**src/logic/dma_pkt_pkg.sv**
```systemverilog
// Constants of the DMA packet channels, as seen from the card side.
// Control codes cover only the downstream acks and data words.
// Field positions assume the first request word layout of the DMA engine.

`default_nettype none

package dma_pkt_pkg;

  //********************************************************************
  // channel widths
  //********************************************************************
  parameter int DMA_DATA_W = 64;
  parameter int DMA_CTRL_W = 8;
  parameter int KEEP_W     = 8;   // one bit per data byte

  //********************************************************************
  // request word decode
  //********************************************************************
  // a first request word has the request bit set and the continue bit clear
  parameter int CTRL_REQ_BIT  = 4;
  parameter int CTRL_CONT_BIT = 3;

  parameter int TAG_LSB = 36;     // tag sits at 39:36
  parameter int TAG_W   = 4;
  parameter int LEN_W   = 16;     // length at 15:0

  //********************************************************************
  // reply words
  //********************************************************************
  parameter int ACK_TAG_LSB = 4;  // tag goes to 7:4 of the first ack

  parameter logic [DMA_CTRL_W-1:0] CTRL_ACK_TAG = 8'h01;
  parameter logic [DMA_CTRL_W-1:0] CTRL_ACK_LEN = 8'h20;
  parameter logic [DMA_CTRL_W-1:0] CTRL_DATA    = 8'h0C;  // both halves valid

  // last beat codes
  parameter logic [DMA_CTRL_W-1:0] CTRL_LAST_LO = 8'h14;  // low half only
  parameter logic [DMA_CTRL_W-1:0] CTRL_LAST_HI = 8'h1C;  // upper half in use

  // tkeep at or below this means the upper four bytes are empty
  parameter logic [KEEP_W-1:0] KEEP_LO_MAX = 8'h0F;

endpackage

`default_nettype wire

```
**src/logic/bridge_ctrl_pkg.sv**
```systemverilog
// Control encodings shared between the transfer FSM and the reply path.
// Encodings are plain binary and carry no meaning outside the bridge.

`default_nettype none

package bridge_ctrl_pkg;

  // transfer sequence, one request at a time
  typedef enum logic [2:0] {
    IDLE,      // waiting for a queued request
    POP,       // take the head of the queue
    ACK_TAG,   // first ack word on the from-host channel
    ACK_LEN,   // second ack word
    DATA       // stream beats pass through until tlast
  } xfer_state_t;

  // which word the reply path puts on the from-host channel
  typedef enum logic [1:0] {
    REPLY_NONE,
    REPLY_TAG,
    REPLY_LEN,
    REPLY_DATA
  } reply_sel_t;

endpackage

`default_nettype wire

```
**src/logic/req_queue.sv**
```systemverilog
// Queue of first request words taken from the DMA to-host channel.
// REQ_DEPTH must be a power of two, at least 4.
// The sender must honour almost_full; a request that finds the queue full
// is lost.

`timescale 1ns/1ps
`default_nettype none

module req_queue #(
  parameter int REQ_DEPTH = 8
) (
  input  wire                                clk,
  input  wire                                rst_n,
  input  wire  [dma_pkt_pkg::DMA_DATA_W-1:0] tohost_data,
  input  wire  [dma_pkt_pkg::DMA_CTRL_W-1:0] tohost_ctrl,
  input  wire                                tohost_valid,
  input  wire                                q_pop,
  output logic [dma_pkt_pkg::DMA_DATA_W-1:0] q_head,
  output logic                               q_empty,
  output logic                               almost_full
);

  import dma_pkt_pkg::*;

  localparam int PTR_W = $clog2(REQ_DEPTH);
  localparam int CNT_W = PTR_W + 1;   // count must reach REQ_DEPTH

  logic [DMA_DATA_W-1:0] mem [REQ_DEPTH];
  logic [PTR_W-1:0]      wr_ptr;
  logic [PTR_W-1:0]      rd_ptr;
  logic [CNT_W-1:0]      count;

  logic first_req;
  logic full;
  logic push;
  logic pop;

  //********************************************************************
  // request decode
  //********************************************************************
  // only the first word of a request is kept, the rest is host info
  assign first_req = tohost_valid & tohost_ctrl[CTRL_REQ_BIT] & ~tohost_ctrl[CTRL_CONT_BIT];

  assign full    = (count == CNT_W'(REQ_DEPTH));
  assign q_empty = (count == '0);
  assign push    = first_req & ~full;
  assign pop     = q_pop & ~q_empty;

  //********************************************************************
  // storage
  //********************************************************************
  always_ff @(posedge clk)
  begin
    if (push)
    begin
      mem[wr_ptr] <= tohost_data;
    end
  end

  assign q_head = mem[rd_ptr];   // oldest entry

  //********************************************************************
  // pointers, count and almost_full
  //********************************************************************
  always_ff @(posedge clk or negedge rst_n)
  begin
    if (!rst_n)
    begin
      wr_ptr      <= '0;
      rd_ptr      <= '0;
      count       <= '0;
      almost_full <= 1'b0;
    end
    else
    begin
      if (push)
        wr_ptr <= wr_ptr + 1'b1;   // wraps, depth is a power of two
      if (pop)
        rd_ptr <= rd_ptr + 1'b1;

      case ({push, pop})
        2'b10:   count <= count + 1'b1;
        2'b01:   count <= count - 1'b1;
        default: count <= count;   // idle or push and pop together
      endcase

      // one edge behind the count
      almost_full <= (count >= CNT_W'(REQ_DEPTH - 1));
    end
  end

endmodule

`default_nettype wire

```
**src/logic/reply_path.sv**
```systemverilog
// Output side of the bridge: ack words and the stream pass-through.
// In the data phase the from-host channel follows the stream with no
// register, so the stream source must hold its beat while accept is low.

`timescale 1ns/1ps
`default_nettype none

module reply_path (
  input  wire                                clk,
  input  wire                                rst_n,
  input  wire  [dma_pkt_pkg::DMA_DATA_W-1:0] q_head,
  input  wire                                fields_load,
  input  wire  bridge_ctrl_pkg::reply_sel_t  reply_sel,
  input  wire                                fromhost_accept,
  input  wire                                s_tvalid,
  input  wire  [dma_pkt_pkg::DMA_DATA_W-1:0] s_tdata,
  input  wire  [dma_pkt_pkg::KEEP_W-1:0]     s_tkeep,
  input  wire                                s_tlast,
  output logic                               s_tready,
  output logic [dma_pkt_pkg::DMA_DATA_W-1:0] fromhost_data,
  output logic [dma_pkt_pkg::DMA_CTRL_W-1:0] fromhost_ctrl,
  output logic                               fromhost_valid,
  output logic                               beat_last
);

  import dma_pkt_pkg::*;
  import bridge_ctrl_pkg::*;

  logic [TAG_W-1:0]      tag_q;
  logic [LEN_W-1:0]      len_q;
  logic                  data_phase;
  logic [DMA_CTRL_W-1:0] last_ctrl;

  // request fields, held for the whole transfer
  always_ff @(posedge clk or negedge rst_n)
  begin
    if (!rst_n)
    begin
      tag_q <= '0;
      len_q <= '0;
    end
    else if (fields_load)
    begin
      tag_q <= q_head[TAG_LSB +: TAG_W];
      len_q <= q_head[LEN_W-1:0];
    end
  end

  //********************************************************************
  // stream handshake
  //********************************************************************
  assign data_phase = (reply_sel == REPLY_DATA);
  assign s_tready   = data_phase & fromhost_accept;       // host stalls the stream
  assign beat_last  = s_tvalid & s_tready & s_tlast;

  // upper half empty when no keep bit above byte 3
  assign last_ctrl = (s_tkeep <= KEEP_LO_MAX) ? CTRL_LAST_LO : CTRL_LAST_HI;

  //********************************************************************
  // from-host word select
  //********************************************************************
  always_comb
  begin
    fromhost_data  = '0;
    fromhost_ctrl  = '0;
    fromhost_valid = 1'b0;
    case (reply_sel)
      REPLY_TAG:
      begin
        fromhost_data[ACK_TAG_LSB +: TAG_W] = tag_q;
        fromhost_ctrl  = CTRL_ACK_TAG;
        fromhost_valid = 1'b1;
      end
      REPLY_LEN:
      begin
        fromhost_data[LEN_W-1:0] = len_q;
        fromhost_ctrl  = CTRL_ACK_LEN;
        fromhost_valid = 1'b1;
      end
      REPLY_DATA:
      begin
        fromhost_data  = s_tdata;
        fromhost_ctrl  = s_tlast ? last_ctrl : CTRL_DATA;
        fromhost_valid = s_tvalid;
      end
      default: ;   // nothing on the channel
    endcase
  end

endmodule

`default_nettype wire

```
**src/logic/xfer_ctrl.sv**
```systemverilog
// Sequencer for one downstream transfer: pop, tag ack, length ack, data.
// Requests are served strictly in queue order, one at a time.
// The data phase ends only on a beat with tlast.

`timescale 1ns/1ps
`default_nettype none

module xfer_ctrl (
  input  wire                         clk,
  input  wire                         rst_n,
  input  wire                         q_empty,
  input  wire                         fromhost_accept,
  input  wire                         beat_last,
  output logic                        q_pop,
  output logic                        fields_load,
  output bridge_ctrl_pkg::reply_sel_t reply_sel
);

  import bridge_ctrl_pkg::*;

  xfer_state_t state_q;
  xfer_state_t state_d;

  //********************************************************************
  // next state
  //********************************************************************
  always_comb
  begin
    state_d = state_q;
    case (state_q)
      IDLE:
      begin
        if (!q_empty)
          state_d = POP;
      end
      POP:
      begin
        state_d = ACK_TAG;   // fields are loaded on this edge
      end
      ACK_TAG:
      begin
        // ack held until the host takes it
        if (fromhost_accept)
          state_d = ACK_LEN;
      end
      ACK_LEN:
      begin
        if (fromhost_accept)
          state_d = DATA;
      end
      DATA:
      begin
        if (beat_last)
          state_d = IDLE;
      end
      default:
      begin
        state_d = IDLE;
      end
    endcase
  end

  always_ff @(posedge clk or negedge rst_n)
  begin
    if (!rst_n)
    begin
      state_q <= IDLE;
    end
    else
    begin
      state_q <= state_d;
    end
  end

  //********************************************************************
  // outputs
  //********************************************************************
  // POP is only entered from IDLE with the queue non-empty
  assign q_pop       = (state_q == POP);
  assign fields_load = (state_q == POP);   // same cycle as the pop

  always_comb
  begin
    case (state_q)
      ACK_TAG: reply_sel = REPLY_TAG;
      ACK_LEN: reply_sel = REPLY_LEN;
      DATA:    reply_sel = REPLY_DATA;
      default: reply_sel = REPLY_NONE;   // idle and pop
    endcase
  end

endmodule

`default_nettype wire

```
**src/logic/dma_stream_bridge.sv**
```systemverilog
// Downstream bridge between the DMA packet channels and an AXI-stream source.
// The to-host channel has no per-word accept; the sender watches almost_full.
// During data, s_tready and the from-host word follow the host with no delay.

`timescale 1ns/1ps
`default_nettype none

module dma_stream_bridge #(
  parameter int REQ_DEPTH = 8   // request queue depth, power of two
) (
  input  wire                                clk,
  input  wire                                rst_n,

  // DMA to-host channel, request words
  input  wire  [dma_pkt_pkg::DMA_DATA_W-1:0] tohost_data,
  input  wire  [dma_pkt_pkg::DMA_CTRL_W-1:0] tohost_ctrl,
  input  wire                                tohost_valid,
  output logic                               tohost_almost_full,

  // DMA from-host channel, acks and data
  output logic [dma_pkt_pkg::DMA_DATA_W-1:0] fromhost_data,
  output logic [dma_pkt_pkg::DMA_CTRL_W-1:0] fromhost_ctrl,
  output logic                               fromhost_valid,
  input  wire                                fromhost_accept,

  // card side stream
  input  wire                                s_tvalid,
  output logic                               s_tready,
  input  wire  [dma_pkt_pkg::DMA_DATA_W-1:0] s_tdata,
  input  wire  [dma_pkt_pkg::KEEP_W-1:0]     s_tkeep,
  input  wire                                s_tlast
);

  logic [dma_pkt_pkg::DMA_DATA_W-1:0] q_head;
  logic                               q_empty;
  logic                               q_pop;
  logic                               fields_load;
  logic                               beat_last;
  bridge_ctrl_pkg::reply_sel_t        reply_sel;

  req_queue #(
    .REQ_DEPTH (REQ_DEPTH)
  ) u_req_queue (
    .clk          (clk),
    .rst_n        (rst_n),
    .tohost_data  (tohost_data),
    .tohost_ctrl  (tohost_ctrl),
    .tohost_valid (tohost_valid),
    .q_pop        (q_pop),
    .q_head       (q_head),
    .q_empty      (q_empty),
    .almost_full  (tohost_almost_full)
  );

  xfer_ctrl u_xfer_ctrl (
    .clk             (clk),
    .rst_n           (rst_n),
    .q_empty         (q_empty),
    .fromhost_accept (fromhost_accept),
    .beat_last       (beat_last),
    .q_pop           (q_pop),
    .fields_load     (fields_load),
    .reply_sel       (reply_sel)
  );

  reply_path u_reply_path (
    .clk             (clk),
    .rst_n           (rst_n),
    .q_head          (q_head),
    .fields_load     (fields_load),
    .reply_sel       (reply_sel),
    .fromhost_accept (fromhost_accept),
    .s_tvalid        (s_tvalid),
    .s_tdata         (s_tdata),
    .s_tkeep         (s_tkeep),
    .s_tlast         (s_tlast),
    .s_tready        (s_tready),
    .fromhost_data   (fromhost_data),
    .fromhost_ctrl   (fromhost_ctrl),
    .fromhost_valid  (fromhost_valid),
    .beat_last       (beat_last)
  );

endmodule

`default_nettype wire

```
**config.mk**
```make
export PLATFORM = sky130hd
export DESIGN_NAME = dma_stream_bridge
export DESIGN_NICKNAME = d
export VERILOG_FILES = /design/src/logic/dma_pkt_pkg.sv /design/src/logic/bridge_ctrl_pkg.sv /design/src/logic/req_queue.sv /design/src/logic/reply_path.sv /design/src/logic/xfer_ctrl.sv /design/src/logic/dma_stream_bridge.sv
export SDC_FILE = /design/constraint.sdc
export NUM_CORES = 1
export LEC_CHECK = 0
export BUFFER_PORTS_ARGS = -buffer_cell sky130_fd_sc_hd__buf_2
export CAP_MARGIN = 10
export CORE_UTILIZATION = 35
export CTS_CLUSTER_DIAMETER = 200
export DETAILED_ROUTE_END_ITERATION = 7
export PLACE_DENSITY = 0.68
export SLEW_MARGIN = 20
export SYNTH_ARGS = -nofsm -noshare
export SYNTH_HDL_FRONTEND = slang
export SYNTH_SLANG_ARGS = --single-unit
```
**constraint.sdc**
```tcl
create_clock -name clk -period 5.4 [get_ports clk]
set_input_delay 0.27 -clock clk [delete_from_list [all_inputs] [get_ports clk]]
set_output_delay 0.27 -clock clk [all_outputs]
set_load 0.02 [all_outputs]
```
# Word-level counts from Yosys, hierarchy flattened
# Memories as Yosys holds them, arrays and structs flattened. A register that Yosys moved wholly into a read port is not among the register bits.
# Cells that the tools add are included.
# Widths: inputs -> output; s select.
[op_classes]
addsub = 4
order_cmp = 2
eq_ne = 14
n_mux = 17
bitwise_logic = 10
n_reduce_logical = 6
[op_table]
columns = ["op", "count"]
rows = [
  ["$mux 48", 1],
  ["$pmux 8 s3", 1],
  ["$pmux 4 s2", 2],
  ["$pmux 8 s2", 1],
  ["$pmux 3 s5", 1],
  ["$mux 3", 4],
  ["$pmux 4 s3", 1],
  ["$le 8x4->1 const B", 1],
  ["$mux 8", 1],
  ["$ne 2x2->1 const B", 4],
  ["$and 1x1->1", 7],
  ["$add 3x1->3 const B", 2],
  ["$eq 2x2->1 const B", 3],
  ["$eq 3x2->1 const B", 2],
  ["$pmux 2 s3", 1],
  ["$add 4x1->4 const B", 1],
  ["$eq 2x1->1 const B", 2],
  ["$eq 4x4->1 const B", 1],
  ["$ge 4x3->1 const B", 1],
  ["$logic_not 4->1", 1],
  ["$mux 4", 1],
  ["$reduce_and 4->1", 1],
  ["$sub 4x1->4 const B", 1],
  ["$eq 3x1->1 const B", 1],
  ["other kinds (8)", 11],
]
[word_totals]
regBits = 14
ram_bits = 512
in_bits = 150
elab_cells = 59
mem_count = 1
[memory_table]
columns = ["name", "depth", "word_bits", "read_ports", "rd_ports_with_merged_regs", "wr", "line", "text"]
rows = [
  ["u_req_queue.mem", 8, 64, 1, 1, 1, "req_queue.sv:28", "logic [DMA_DATA_W-1:0] mem [REQ_DEPTH];"],
]

# Longest topological paths before layout
# Gate-level depths: netlist (run 1).
[logic_depth]
word_depth = 8
mapped_depth = 9
depth_no_buf = 9

# Hierarchy
# From an unflattened synthesis (run 1), not the netlist that was laid out.
[hier_totals]
cells_unflattened = 970
hier_area_um2 = 21521.9
[modules_own_cells]
columns = ["module", "instances", "cells_per_inst", "area_each_um2", "seq_area_each_um2"]
rows = [
  ["req_queue", 1, 809, 19894.1, 15650.0],
  ["reply_path", 1, 141, 1430.1, 500.5],
  ["xfer_ctrl", 1, 20, 197.7, 75.1],
]

# Worst setup path before layout (run 1)
# OpenSTA, ideal clock, no wires.
[synth_path]
path_kind = "register to register"
from = "register u_req_queue.count[0]"
to = "memory u_req_queue.mem[0][0], enable pin"
setup_time_ns = 0.422
arrival_ns = 2.421
t_required_ns = 4.978
slack_ns = 2.556
stages_incl_launch_ff = 5
n_path_buf = 0
path_cell_list = "dfrtp_1 -> nor3_1 -> a211oi_4 -> nand2b_1 -> nor3_1"
[synth_via]
elab_chain_len = 5
[synth_lines]
columns = ["item", "line", "text"]
rows = [
  ["start: declaration", "req_queue.sv:31", "logic [CNT_W-1:0] count;"],
  ["start signal: assignment", "req_queue.sv:82", "2'b10: count <= count + 1'b1;"],
  ["start signal: assignment", "req_queue.sv:83", "2'b01: count <= count - 1'b1;"],
  ["start signal: assignment", "req_queue.sv:84", "default: count <= count;"],
  ["$eq 4x4->1", "req_queue.sv:44", "assign full = (count == CNT_W'(REQ_DEPTH));"],
  ["$not 1->1", "req_queue.sv:46", "assign push = first_req & ~full;"],
  ["$and 1x1->1", "req_queue.sv:46", ""],
  ["$mux 1", "req_queue.sv:54", "if (push)"],
  ["$mux 1 (not written as such)", "req_queue.sv:56", "mem[wr_ptr] <= tohost_data;"],
  ["end: declaration", "req_queue.sv:28", ""],
]
# No other way between the ends.

# Worst setup path after layout (run 1)
[layout_path]
from = "register u_xfer_ctrl.state_q[0]"
to = "output fromhost_data[4] (netlist bit)"
[layout_via]
elab_chain_len = 4
word_cells_on_any_way = 8
cone_classes = "eq/ne (6); mux (2)"
[layout_lines]
columns = ["item", "line", "text"]
rows = [
  ["start: declaration", "xfer_ctrl.sv:21", "xfer_state_t state_q;"],
  ["start signal: assignment", "xfer_ctrl.sv:71", "state_q <= state_d;"],
  ["$eq 3x3->1 / $eq 3x2->1 (equally long branches)", "xfer_ctrl.sv:84", "case (state_q)"],
  ["$pmux 2 s3 (*)", "xfer_ctrl.sv:84", ""],
  ["$eq 2x2->1 / $eq 2x1->1 (equally long branches)", "reply_path.sv:67", "case (reply_sel)"],
  ["$pmux 4 s3 (*)", "reply_path.sv:67", ""],
  ["end: declaration", "dma_stream_bridge.sv:21", "output logic [dma_pkt_pkg::DMA_DATA_W-1:0] fromhost_data,"],
]
# Every way passes the cells marked *; elsewhere a longest branch is shown, timed or not.

==> results of run 1 <==
[through the flow]
step	hold slack [ns]	setup slack (ns)	util	total power [mW]
4_1_cts	0.0845	2.39	0.436	4.74
3_5_place_dp	0.394	2.67	0.412	3.61
2_1_floorplan	-0.0256	2.56	-	3.12
5_1_grt	0.0909	2.28	0.436	4.97
6_report	0.100	2.44	0.436	4.70
3_3_place_gp	0.387	2.72	0.412	3.57
[registers in the layout (all words and copies together), names as in the netlist]
name	flops
u_reply_path.len_q	16
u_reply_path.tag_q	4
u_req_queue.almost_full	1
u_req_queue.count	4
u_req_queue.mem	160
u_req_queue.rd_ptr	3
u_req_queue.wr_ptr	3
u_xfer_ctrl.state_q	3
[cells in the mapped netlist (all sizes together) (2+ instances only)]
cell and n:
buf 16, nor2b 2, a21oi 2, nor2 12, dfrtp 34, a22o 13
clkbuf 24, xor2 3, inv 8, nor3 6, mux2 2, nor4 3
and3 51, nand2b 5, edfxtp 160, ha 5, a22oi 40, o21ai 7
xnor2 3, nand3 23, and2 2, nand2 52, mux2i 85
[worst register-to-register path, delay by kind of cell (launching register included)]
kind | cells | cell delay [ns]
and+or+nand+nor | 2 | 0.77
adders and majority gates | 2 | 0.60
AOI/OAI and AO/OA | 3 | 0.66
DFF | 1 | 0.59
[cell type report]
cell class	count	area, µm²	area share
clock inverters	15	110	0.0110
well taps	313	392	0.0393
flip-flops and latches	194	5660	0.568
multi-input cells	329	2400	0.241
inverters	8	30.0	0.00301
clock buffers	17	425	0.0427
repair buffers	181	943	0.0947
diodes	2	5.00	0.000502
[metal layers]
metal / vias up / track usage
met1: 2566 / 0.194
li1: 2476 / -
met4: 0 / 0.0966
met2: 198 / 0.295
met3: 30 / 0.0326
met5: - / 0
[logic make-up (layout without fill, tap and decap cells)]
kind of cell | after synthesis | in the layout | share of synthesized area
adder cells (fa/ha/maj) | 6 | 6 | 0.0100
multiplexers | 87 | 87 | 0.106
XOR/XNOR | 6 | 6 | 0.00639
AND/OR/NAND/NOR | 160 | 160 | 0.101
other | 1 | 5 | 0.000456
AO/OA/AOI/OAI | 67 | 67 | 0.0624
flip-flops | 194 | 194 | 0.688
buffers and inverters | 48 | 221 | 0.0260
[layout by cell type, fill, tap and decap left out, types with 4 or more instances in the layout]
cell        synthesis  layout
buf_4               3      13
mux2i_1            85      85
a22oi_1            40      40
nand2_1            52      52
clkinvlp_4          0       4
inv_1               8       8
a22o_1             13      13
nor2_2              1       8
buf_2              12     167
edfxtp_1          160     160
dfrtp_1            34      33
nand3_1            23      23
nand2b_1            5       5
o21ai_0             7       7
clkbuf_16           0      17
ha_1                5       5
and3_1             51      51
[worst max path at each step]
stage / startpoint / end / slack (ns) / depth (start not counted)
2_1_floorplan: u_req_queue.count[0] / u_req_queue.mem[0][0] / 2.56 / 4
3_3_place_gp: u_xfer_ctrl.state_q[0] / u_req_queue.count[3] / 2.72 / 7
3_5_place_dp: u_xfer_ctrl.state_q[0] / u_req_queue.count[3] / 2.67 / 7
4_1_cts: u_xfer_ctrl.state_q[0] / fromhost_data[4] / 2.39 / 6
5_1_grt: u_xfer_ctrl.state_q[0] / fromhost_data[4] / 2.28 / 6
6_report: u_xfer_ctrl.state_q[0] / fromhost_data[4] / 2.44 / 6
[power by group through the flow]
stage               logic [mW]  clock network (mW)  registers [mW]
finish                    1.54                1.13            2.03
global route              1.68                1.23            2.06
floorplan                 1.19                   0            1.92
global placement          1.51                   0            2.06
detailed placement        1.54                   0            2.07
CTS                       1.55                1.16            2.04
==> results_dict.tcl, run 1 <==
set metrics [dict create \
    grt_pass1_wl_um 29300 \
    cp_slowest_stage_delay_ns 0.66 \
    area_growth_pct 21.2 \
    synth_top_cell_by_area "edfxtp_1" \
    hold_end "u_req_queue.mem[0][39]" \
    finClkSkew_ns 0.00634 \
    vdd_drop_max_uv 234 \
    worstPathMaxFanout 54 \
    crit_slowest_cell "and2_1" \
    wl_met3_um 1130 \
    synth-edff-count 160 \
    period_share 0.548 \
    drv_cap 0 \
    viasPerCell 4.98 \
    hold_path_class "primary input to flip-flop" \
    cts_tree "built" \
    overflow 0 \
    path_delay_family "simple AND/OR/NAND/NOR gates" \
    worstSetupEndpointType "primary output" \
    yosysSeqAreaShare 0.688 \
    cts_hold_buf 1 \
    design_area_mm2 0.00997 \
    async_flop_share 0.175 \
    r2r-start "u_xfer_ctrl.state_q[0]" \
    fillers 2066 \
    path_cells "nor2_2 > buf_4 > and2_1 > nand2_1 > o21ai_0 > buf_2" \
    crit_arrival_ns 2.69 \
    start_util 0.360 \
    met1_length_um 8130 \
    synth-seq-cells 194 \
    postRouteAntennaNets 0 \
    gp_congestion 0.772 \
    setup_viol 0 \
    min-delay-start "tohost_data[39]" \
    routed_wl_um 20200 \
    core_area_mm2 0.0228 \
    placed_cell_area_mm2 0.00942 \
    io_buffer_count 167 \
    nets 887 \
    root_buffer "clkbuf_16" \
    synthDistinctLibCells 39 \
    drt_iter0_markers 391 \
    die-width_um 155 \
    drt_first_pass_iters 5 \
    final_cells 1059 \
    maxUsedRoutingLayer "met4" \
    fp.dieH_um 155 \
    cts_buffers 17 \
    clk-insertion-delay-late_ns 0.42 \
    yosys_warnings 0 \
    yosysTopAreaCellShare 0.584 \
    track_usage 0.169 \
    critPathLaunchType "flip-flop" \
    intPower_mw 3.00 \
    hpwl_um 13300 \
    wl_met2_um 10200 \
    cellLeakagePower_nw 4.24 \
    setup_tns_ns 0 \
    p_sw_mw 1.71 \
    switching_share 0.363 \
    status "complete, no violations" \
    vias 5270 \
    p_per_area_mw_per_mm2 472 \
    drc 0 \
    max_freq_mhz 338 \
    hold_viol 0 \
    avgSynthCellArea_um2 14.5 \
    clockBufferDepth 2 \
    clk_pin_slew_ns 0.07 \
    pwr-share-comb 0.327 \
    whs_path_depth 1 \
    first_global_vias 4997 \
    wl_per_cell_um 19.1 \
    rsz0062_at_grt "false" \
    synth_flop_cell "edfxtp_1" \
    synthTopCellsByArea "edfxtp_1 (58%), dfrtp_1 (10%), mux2i_1 (10%), and3_1 (3.9%), a22oi_1 (3.7%)" \
    r2r_end "u_req_queue.count[3]" \
    netlist_instances 569 \
    antenna_found_initial 2 \
    grt_max_degree 58 \
    netlist_area_mm2 0.00822 \
    max_slew_margin 0.234 \
    min_period_ns 2.96 \
    dieArea_mm2 0.0241 \
    r2r_setup_slack_ns 2.67 \
    clkPwrFrac 0.241 \
    post_cts_buffers 0 \
    ctsResizeCount 0 \
    clock_sinks 194 \
    drive_gt1_frac 0.304 \
    rows 55 \
    tightestPinTransition_ns 1.15 \
    cp_num_buf_inv 2 \
    seqPwrFrac 0.433 \
    dpl.cell_count 1024 \
    ff2ff_path_depth 7 \
    final_max_slew_viol_count 0 \
    required_ns 5.13 \
    htreeDepth 4 \
    io_pins 225 \
    critical_path_class "flip-flop to primary output" \
]
Note: power is estimated with default switching activity, not from simulation.
==> run 2: changes to the inputs <==
==> constraint.sdc (replaced) <==
create_clock -name clk -period 2.8 [get_ports clk]
set_input_delay 0.14 -clock clk [delete_from_list [all_inputs] [get_ports clk]]
set_output_delay 0.14 -clock clk [all_outputs]
set_load 0.02 [all_outputs]
==> results_dict.tcl, run 2 (same netlist as run 1, synthesis figures left out) <==
set metrics [dict create \
    area_growth_pct 24.8 \
    hpwl_um 14300 \
    drive_gt1_frac 0.303 \
    wl_per_cell_um 19.5 \
    clockBufferDepth 2 \
    vias 5334 \
    drt_first_pass_iters 5 \
    period_share 0.929 \
    overflow 0 \
    track_usage 0.175 \
    grt_max_degree 58 \
    tightestPinTransition_ns 0.770 \
    vdd_drop_max_uv 458 \
    worstPathMaxFanout 21 \
    critPathLaunchType "flip-flop" \
    hold_viol 0 \
    htreeDepth 4 \
    hold_end "u_xfer_ctrl.state_q[2]" \
    ff2ff_path_depth 7 \
    die-width_um 155 \
    start_util 0.360 \
    final_cell_mix "buf_2 (167), edfxtp_1 (160), mux2i_1 (85), nand2_1 (52), and3_1 (51)" \
    min-delay-start "s_tvalid" \
    num_antenna_cells 0 \
    required_ns 3.12 \
    whs_path_depth 3 \
    root_buffer "clkbuf_16" \
    p_per_area_mw_per_mm2 914 \
    max_slew_margin 0.487 \
    clock_sinks 194 \
    postRouteAntennaNets 0 \
    worstSetupEndpointType "flip-flop" \
    grt_pass1_wl_um 29900 \
    min_period_ns 2.60 \
    crit_arrival_ns 2.92 \
    drv_cap 0 \
    cellLeakagePower_nw 4.40 \
    clk_pin_slew_ns 0.07 \
    finalPower_mw 9.39 \
    r2r_end "u_req_queue.count[3]" \
    largest_register_ffs 160 \
    core_area_mm2 0.0228 \
    setup_viol 0 \
    finClkSkew_ns 0.00858 \
    post_cts_buffers 0 \
    hold_path_class "primary input to flip-flop" \
    final_max_slew_viol_count 0 \
    gp_congestion 0.743 \
    final_cells 1086 \
    nets 916 \
    viasPerCell 4.91 \
    rows 55 \
    io_buffer_count 167 \
    dpl.cell_count 1033 \
    final_common_cell "buf_2" \
    critical_path_class "flip-flop to flip-flop" \
    r2r_setup_slack_ns 0.20 \
    antenna_found_initial 0 \
    first_global_vias 5117 \
    dieArea_mm2 0.0241 \
    rsz0062_at_grt "false" \
    drc 0 \
    routed_wl_um 21200 \
    status "complete, no violations" \
    top_register "u_req_queue.mem" \
    max_freq_mhz 384 \
    fp.dieH_um 155 \
    clk-insertion-delay-late_ns 0.43 \
    drt_iter0_markers 446 \
    setup_tns_ns 0 \
    r2r-start "u_xfer_ctrl.state_q[1]" \
    top_regs "u_req_queue.mem x160, u_reply_path.len_q x16" \
    cts_tree "built" \
    io_pins 225 \
    cts_buffers 17 \
]
## run 2: layout make-up
| class | instances | area [µm²] |
|---|---|---|
| fillers | 2062 | 12600 |
| flip-flops and latches | 194 | 5660 |
| multi-input cells | 329 | 2390 |
| repair buffers | 210 | 1210 |
| clock buffers | 17 | 425 |
| well taps | 313 | 392 |
| clock inverters | 15 | 155 |
| inverters | 8 | 30.0 |
## run 2: where the power goes
part           internal [mW]  switching (mW)
registers               3.47           0.364
clock network           1.32            1.05
logic                   1.24            1.94
## run 2: worst max path at each step
stage / from / to / slack (ns) / cells past startpoint
after floorplan: u_req_queue.count[0] / u_req_queue.mem[4][0] / 0.49 / 4
after global placement: u_xfer_ctrl.state_q[1] / u_req_queue.count[3] / 0.29 / 7
after detailed placement: u_xfer_ctrl.state_q[1] / u_req_queue.count[3] / 0.17 / 7
after CTS: u_xfer_ctrl.state_q[1] / u_req_queue.count[3] / 0.20 / 7
after global routing: u_xfer_ctrl.state_q[1] / u_req_queue.count[3] / 0.04 / 7
final: u_xfer_ctrl.state_q[1] / u_req_queue.count[3] / 0.20 / 7
## run 2: routing by layer
layer  GRT usage  vias up  routed length [µm]
met2       0.311      226               10700
met3      0.0404       33                1290
met1       0.191     2544                8080
met5           0        -                   0
met4       0.107        0                1120
li1            -     2531                   -
## run 2: worst max-delay path, cell delays in order, from the launching register on
cell and delay, ns:
dfrtp_1 0.45, or3b_4 0.53, nor2_4 0.21, ha_1 0.32, ha_1 0.28, a21oi_1 0.23
o21ai_0 0.14, o311ai_0 0.32
## run 2: timing repair
action / CTS / global route
hold buffers: 21 / 0
hold endpoints to repair: 194 / 0
endpoints found under the setup margin: 0 / 0
resized for setup: 0 / 0
## run 2: metrics by stage
stage | instance area (µm²) | setup WS, ns | utilization | hold WS [ns]
CTS | 10300 | 0.195 | 0.449 | 0.0156
detailed placement | 9470 | 0.173 | 0.415 | 0.261
global placement | 9470 | 0.290 | 0.415 | 0.250
floorplan | 8240 | 0.489 | - | -0.156
global route | 10300 | 0.0409 | 0.449 | 0.0438
finish | 10300 | 0.198 | 0.449 | 0.0307
==> run 3: changes to the inputs <==
--- a/config.mk
+++ b/config.mk
@@ -7,6 +7,7 @@
 export LEC_CHECK = 0
 export BUFFER_PORTS_ARGS = -buffer_cell sky130_fd_sc_hd__buf_2
 export CAP_MARGIN = 10
+export CORE_MARGIN = 2
 export CORE_UTILIZATION = 35
 export CTS_CLUSTER_DIAMETER = 200
 export DETAILED_ROUTE_END_ITERATION = 7
==> results_dict.tcl, run 3 (same netlist as run 1, synthesis figures left out) <==
set metrics [dict create \
    switching_share 0.359 \
    drt_iter0_markers 344 \
    final_cell_mix "buf_2 (167), edfxtp_1 (160), mux2i_1 (85), nand2_1 (52), and3_1 (51)" \
    cp_slowest_stage_delay_ns 0.53 \
    min_period_ns 2.49 \
    regArea_mm2 0.00566 \
    r2r_setup_slack_ns 0.37 \
    gp_congestion 0.768 \
    postRouteAntennaNets 0 \
    die-width_um 157 \
    finalWorstSetupSlack_ns 0.312 \
    hold_viol 0 \
    path_delay_family "buffers and inverters" \
    tightestPinTransition_ns 0.809 \
    overflow 0 \
    clk-insertion-delay-late_ns 0.44 \
    clkPwrFrac 0.249 \
    rows 56 \
    vias 5310 \
    final_max_slew_viol_count 0 \
    post_cts_buffers 0 \
    finalPower_mw 9.33 \
    required_ns 2.66 \
    viasPerCell 4.86 \
    min-delay-start "tohost_ctrl[3]" \
    period_share 0.889 \
    vdd_drop_max_uv 445 \
    clock_sinks 194 \
    top_register "u_req_queue.mem" \
    final_common_cell "buf_2" \
    multi_input_area_mm2 0.00239 \
    io_buffer_count 167 \
    hpwl_um 13000 \
    first_global_vias 5100 \
    core_area_mm2 0.0233 \
    drive_gt1_frac 0.305 \
    largest_register_ffs 160 \
    htreeDepth 4 \
    fillers 2072 \
    path_cells "buf_4 > and2_1 > buf_4 > a21boi_1 > buf_2" \
    fp.dieH_um 157 \
    root_buffer "clkbuf_16" \
    cp-startpoint "u_xfer_ctrl.state_q[2]" \
    track_usage 0.163 \
    max_slew_margin 0.461 \
    worstSetupEndpointType "primary output" \
    critical_path_class "flip-flop to primary output" \
    start_util 0.354 \
    nets 916 \
    antenna_found_initial 1 \
    crit_arrival_ns 2.35 \
    top_regs "u_req_queue.mem x160, u_reply_path.len_q x16" \
    cp_num_buf_inv 3 \
    finish.utilization 0.442 \
    finClkSkew_ns 0.00717 \
    p_sw_mw 3.35 \
    dieArea_mm2 0.0247 \
    pwr-share-comb 0.344 \
    placed_cell_area_mm2 0.00949 \
    hold_path_class "primary input to flip-flop" \
    design_area_mm2 0.0103 \
    routed_wl_um 19900 \
    cellLeakagePower_nw 4.40 \
    drt_first_pass_iters 5 \
    crit_slowest_cell "and2_1" \
    grt_max_degree 58 \
    p_per_area_mw_per_mm2 908 \
    r2r-start "u_req_queue.count[0]" \
    max_freq_mhz 402 \
    io_pins 225 \
    status "complete, no violations" \
    worstPathMaxFanout 57 \
    critPathLaunchType "flip-flop" \
    clk_pin_slew_ns 0.07 \
    intPower_mw 5.98 \
    drv_cap 0 \
    drc 0 \
    setup_tns_ns 0 \
    cts_buffers 17 \
    dp_slack_ns 0.337 \
    crit_top_cell "buf_4" \
    rsz0062_at_grt "false" \
    clockBufferDepth 2 \
    wl_per_cell_um 18.2 \
    seqPwrFrac 0.407 \
    grt_pass1_wl_um 29000 \
    setup_viol 0 \
    cts_tree "built" \
    area_growth_pct 25.0 \
]
==> run 3: per-stage QoR <==
stage               hold slack [ns]  std cells
finish                       0.0348       1093
global route                 0.0425       1093
CTS                          0.0183       1092
detailed placement            0.287       1039
global placement              0.274       1039
floorplan                    -0.156        571
==> run 3: cell type report <==
class | count | share of cell area
clock buffers | 17 | 0.0414
flip-flops and latches | 194 | 0.551
diodes | 1 | 0.000243
inverters | 8 | 0.00292
repair buffers | 210 | 0.119
multi-input cells | 329 | 0.233
well taps | 319 | 0.0388
clock inverters | 15 | 0.0142
==> run 3: final timing paths <==
check | end | cells past startpoint
max in group asynchronous | u_req_queue.rd_ptr[0] | 2
hold / removal | u_req_queue.wr_ptr[0] | 3
hold reg to reg | u_reply_path.len_q[4] | 2
min in group asynchronous | u_req_queue.count[3] | 2
setup / recovery | fromhost_ctrl[3] | 5
setup reg to reg | u_req_queue.count[3] | 8
==> run 3: tightest hold or removal path: cells and delay by family <==
kind	cells	cell delay [ns]
xor gates and xnor gates	1	0.12
buffers and inverters	1	0.11
AOI/OAI and AO/OA	1	0.06
==> run 3: metal layers <==
layer,GRT usage,wire length (µm)
met5,0,0
met3,0.0385,1490
met4,0.0615,260
met1,0.193,8050
met2,0.289,10100
==> run 3: what timing repair did <==
item / 4_1_cts / 5_1_grt
hold endpoints to repair: 194 / 0
hold buffers: 21 / 0
resized for setup: 0 / 0
==> run 3: power groups by stage <==
| stage | Combinational (mW) | Clock, mW | Sequential (mW) |
|---|---|---|---|
| finish | 3.21 | 2.33 | 3.80 |
| global route | 3.53 | 2.49 | 3.85 |
| CTS | 3.25 | 2.37 | 3.81 |
| detailed placement | 3.22 | 0 | 3.87 |
| global placement | 3.15 | 0 | 3.86 |
| floorplan | 2.30 | 0 | 3.72 |
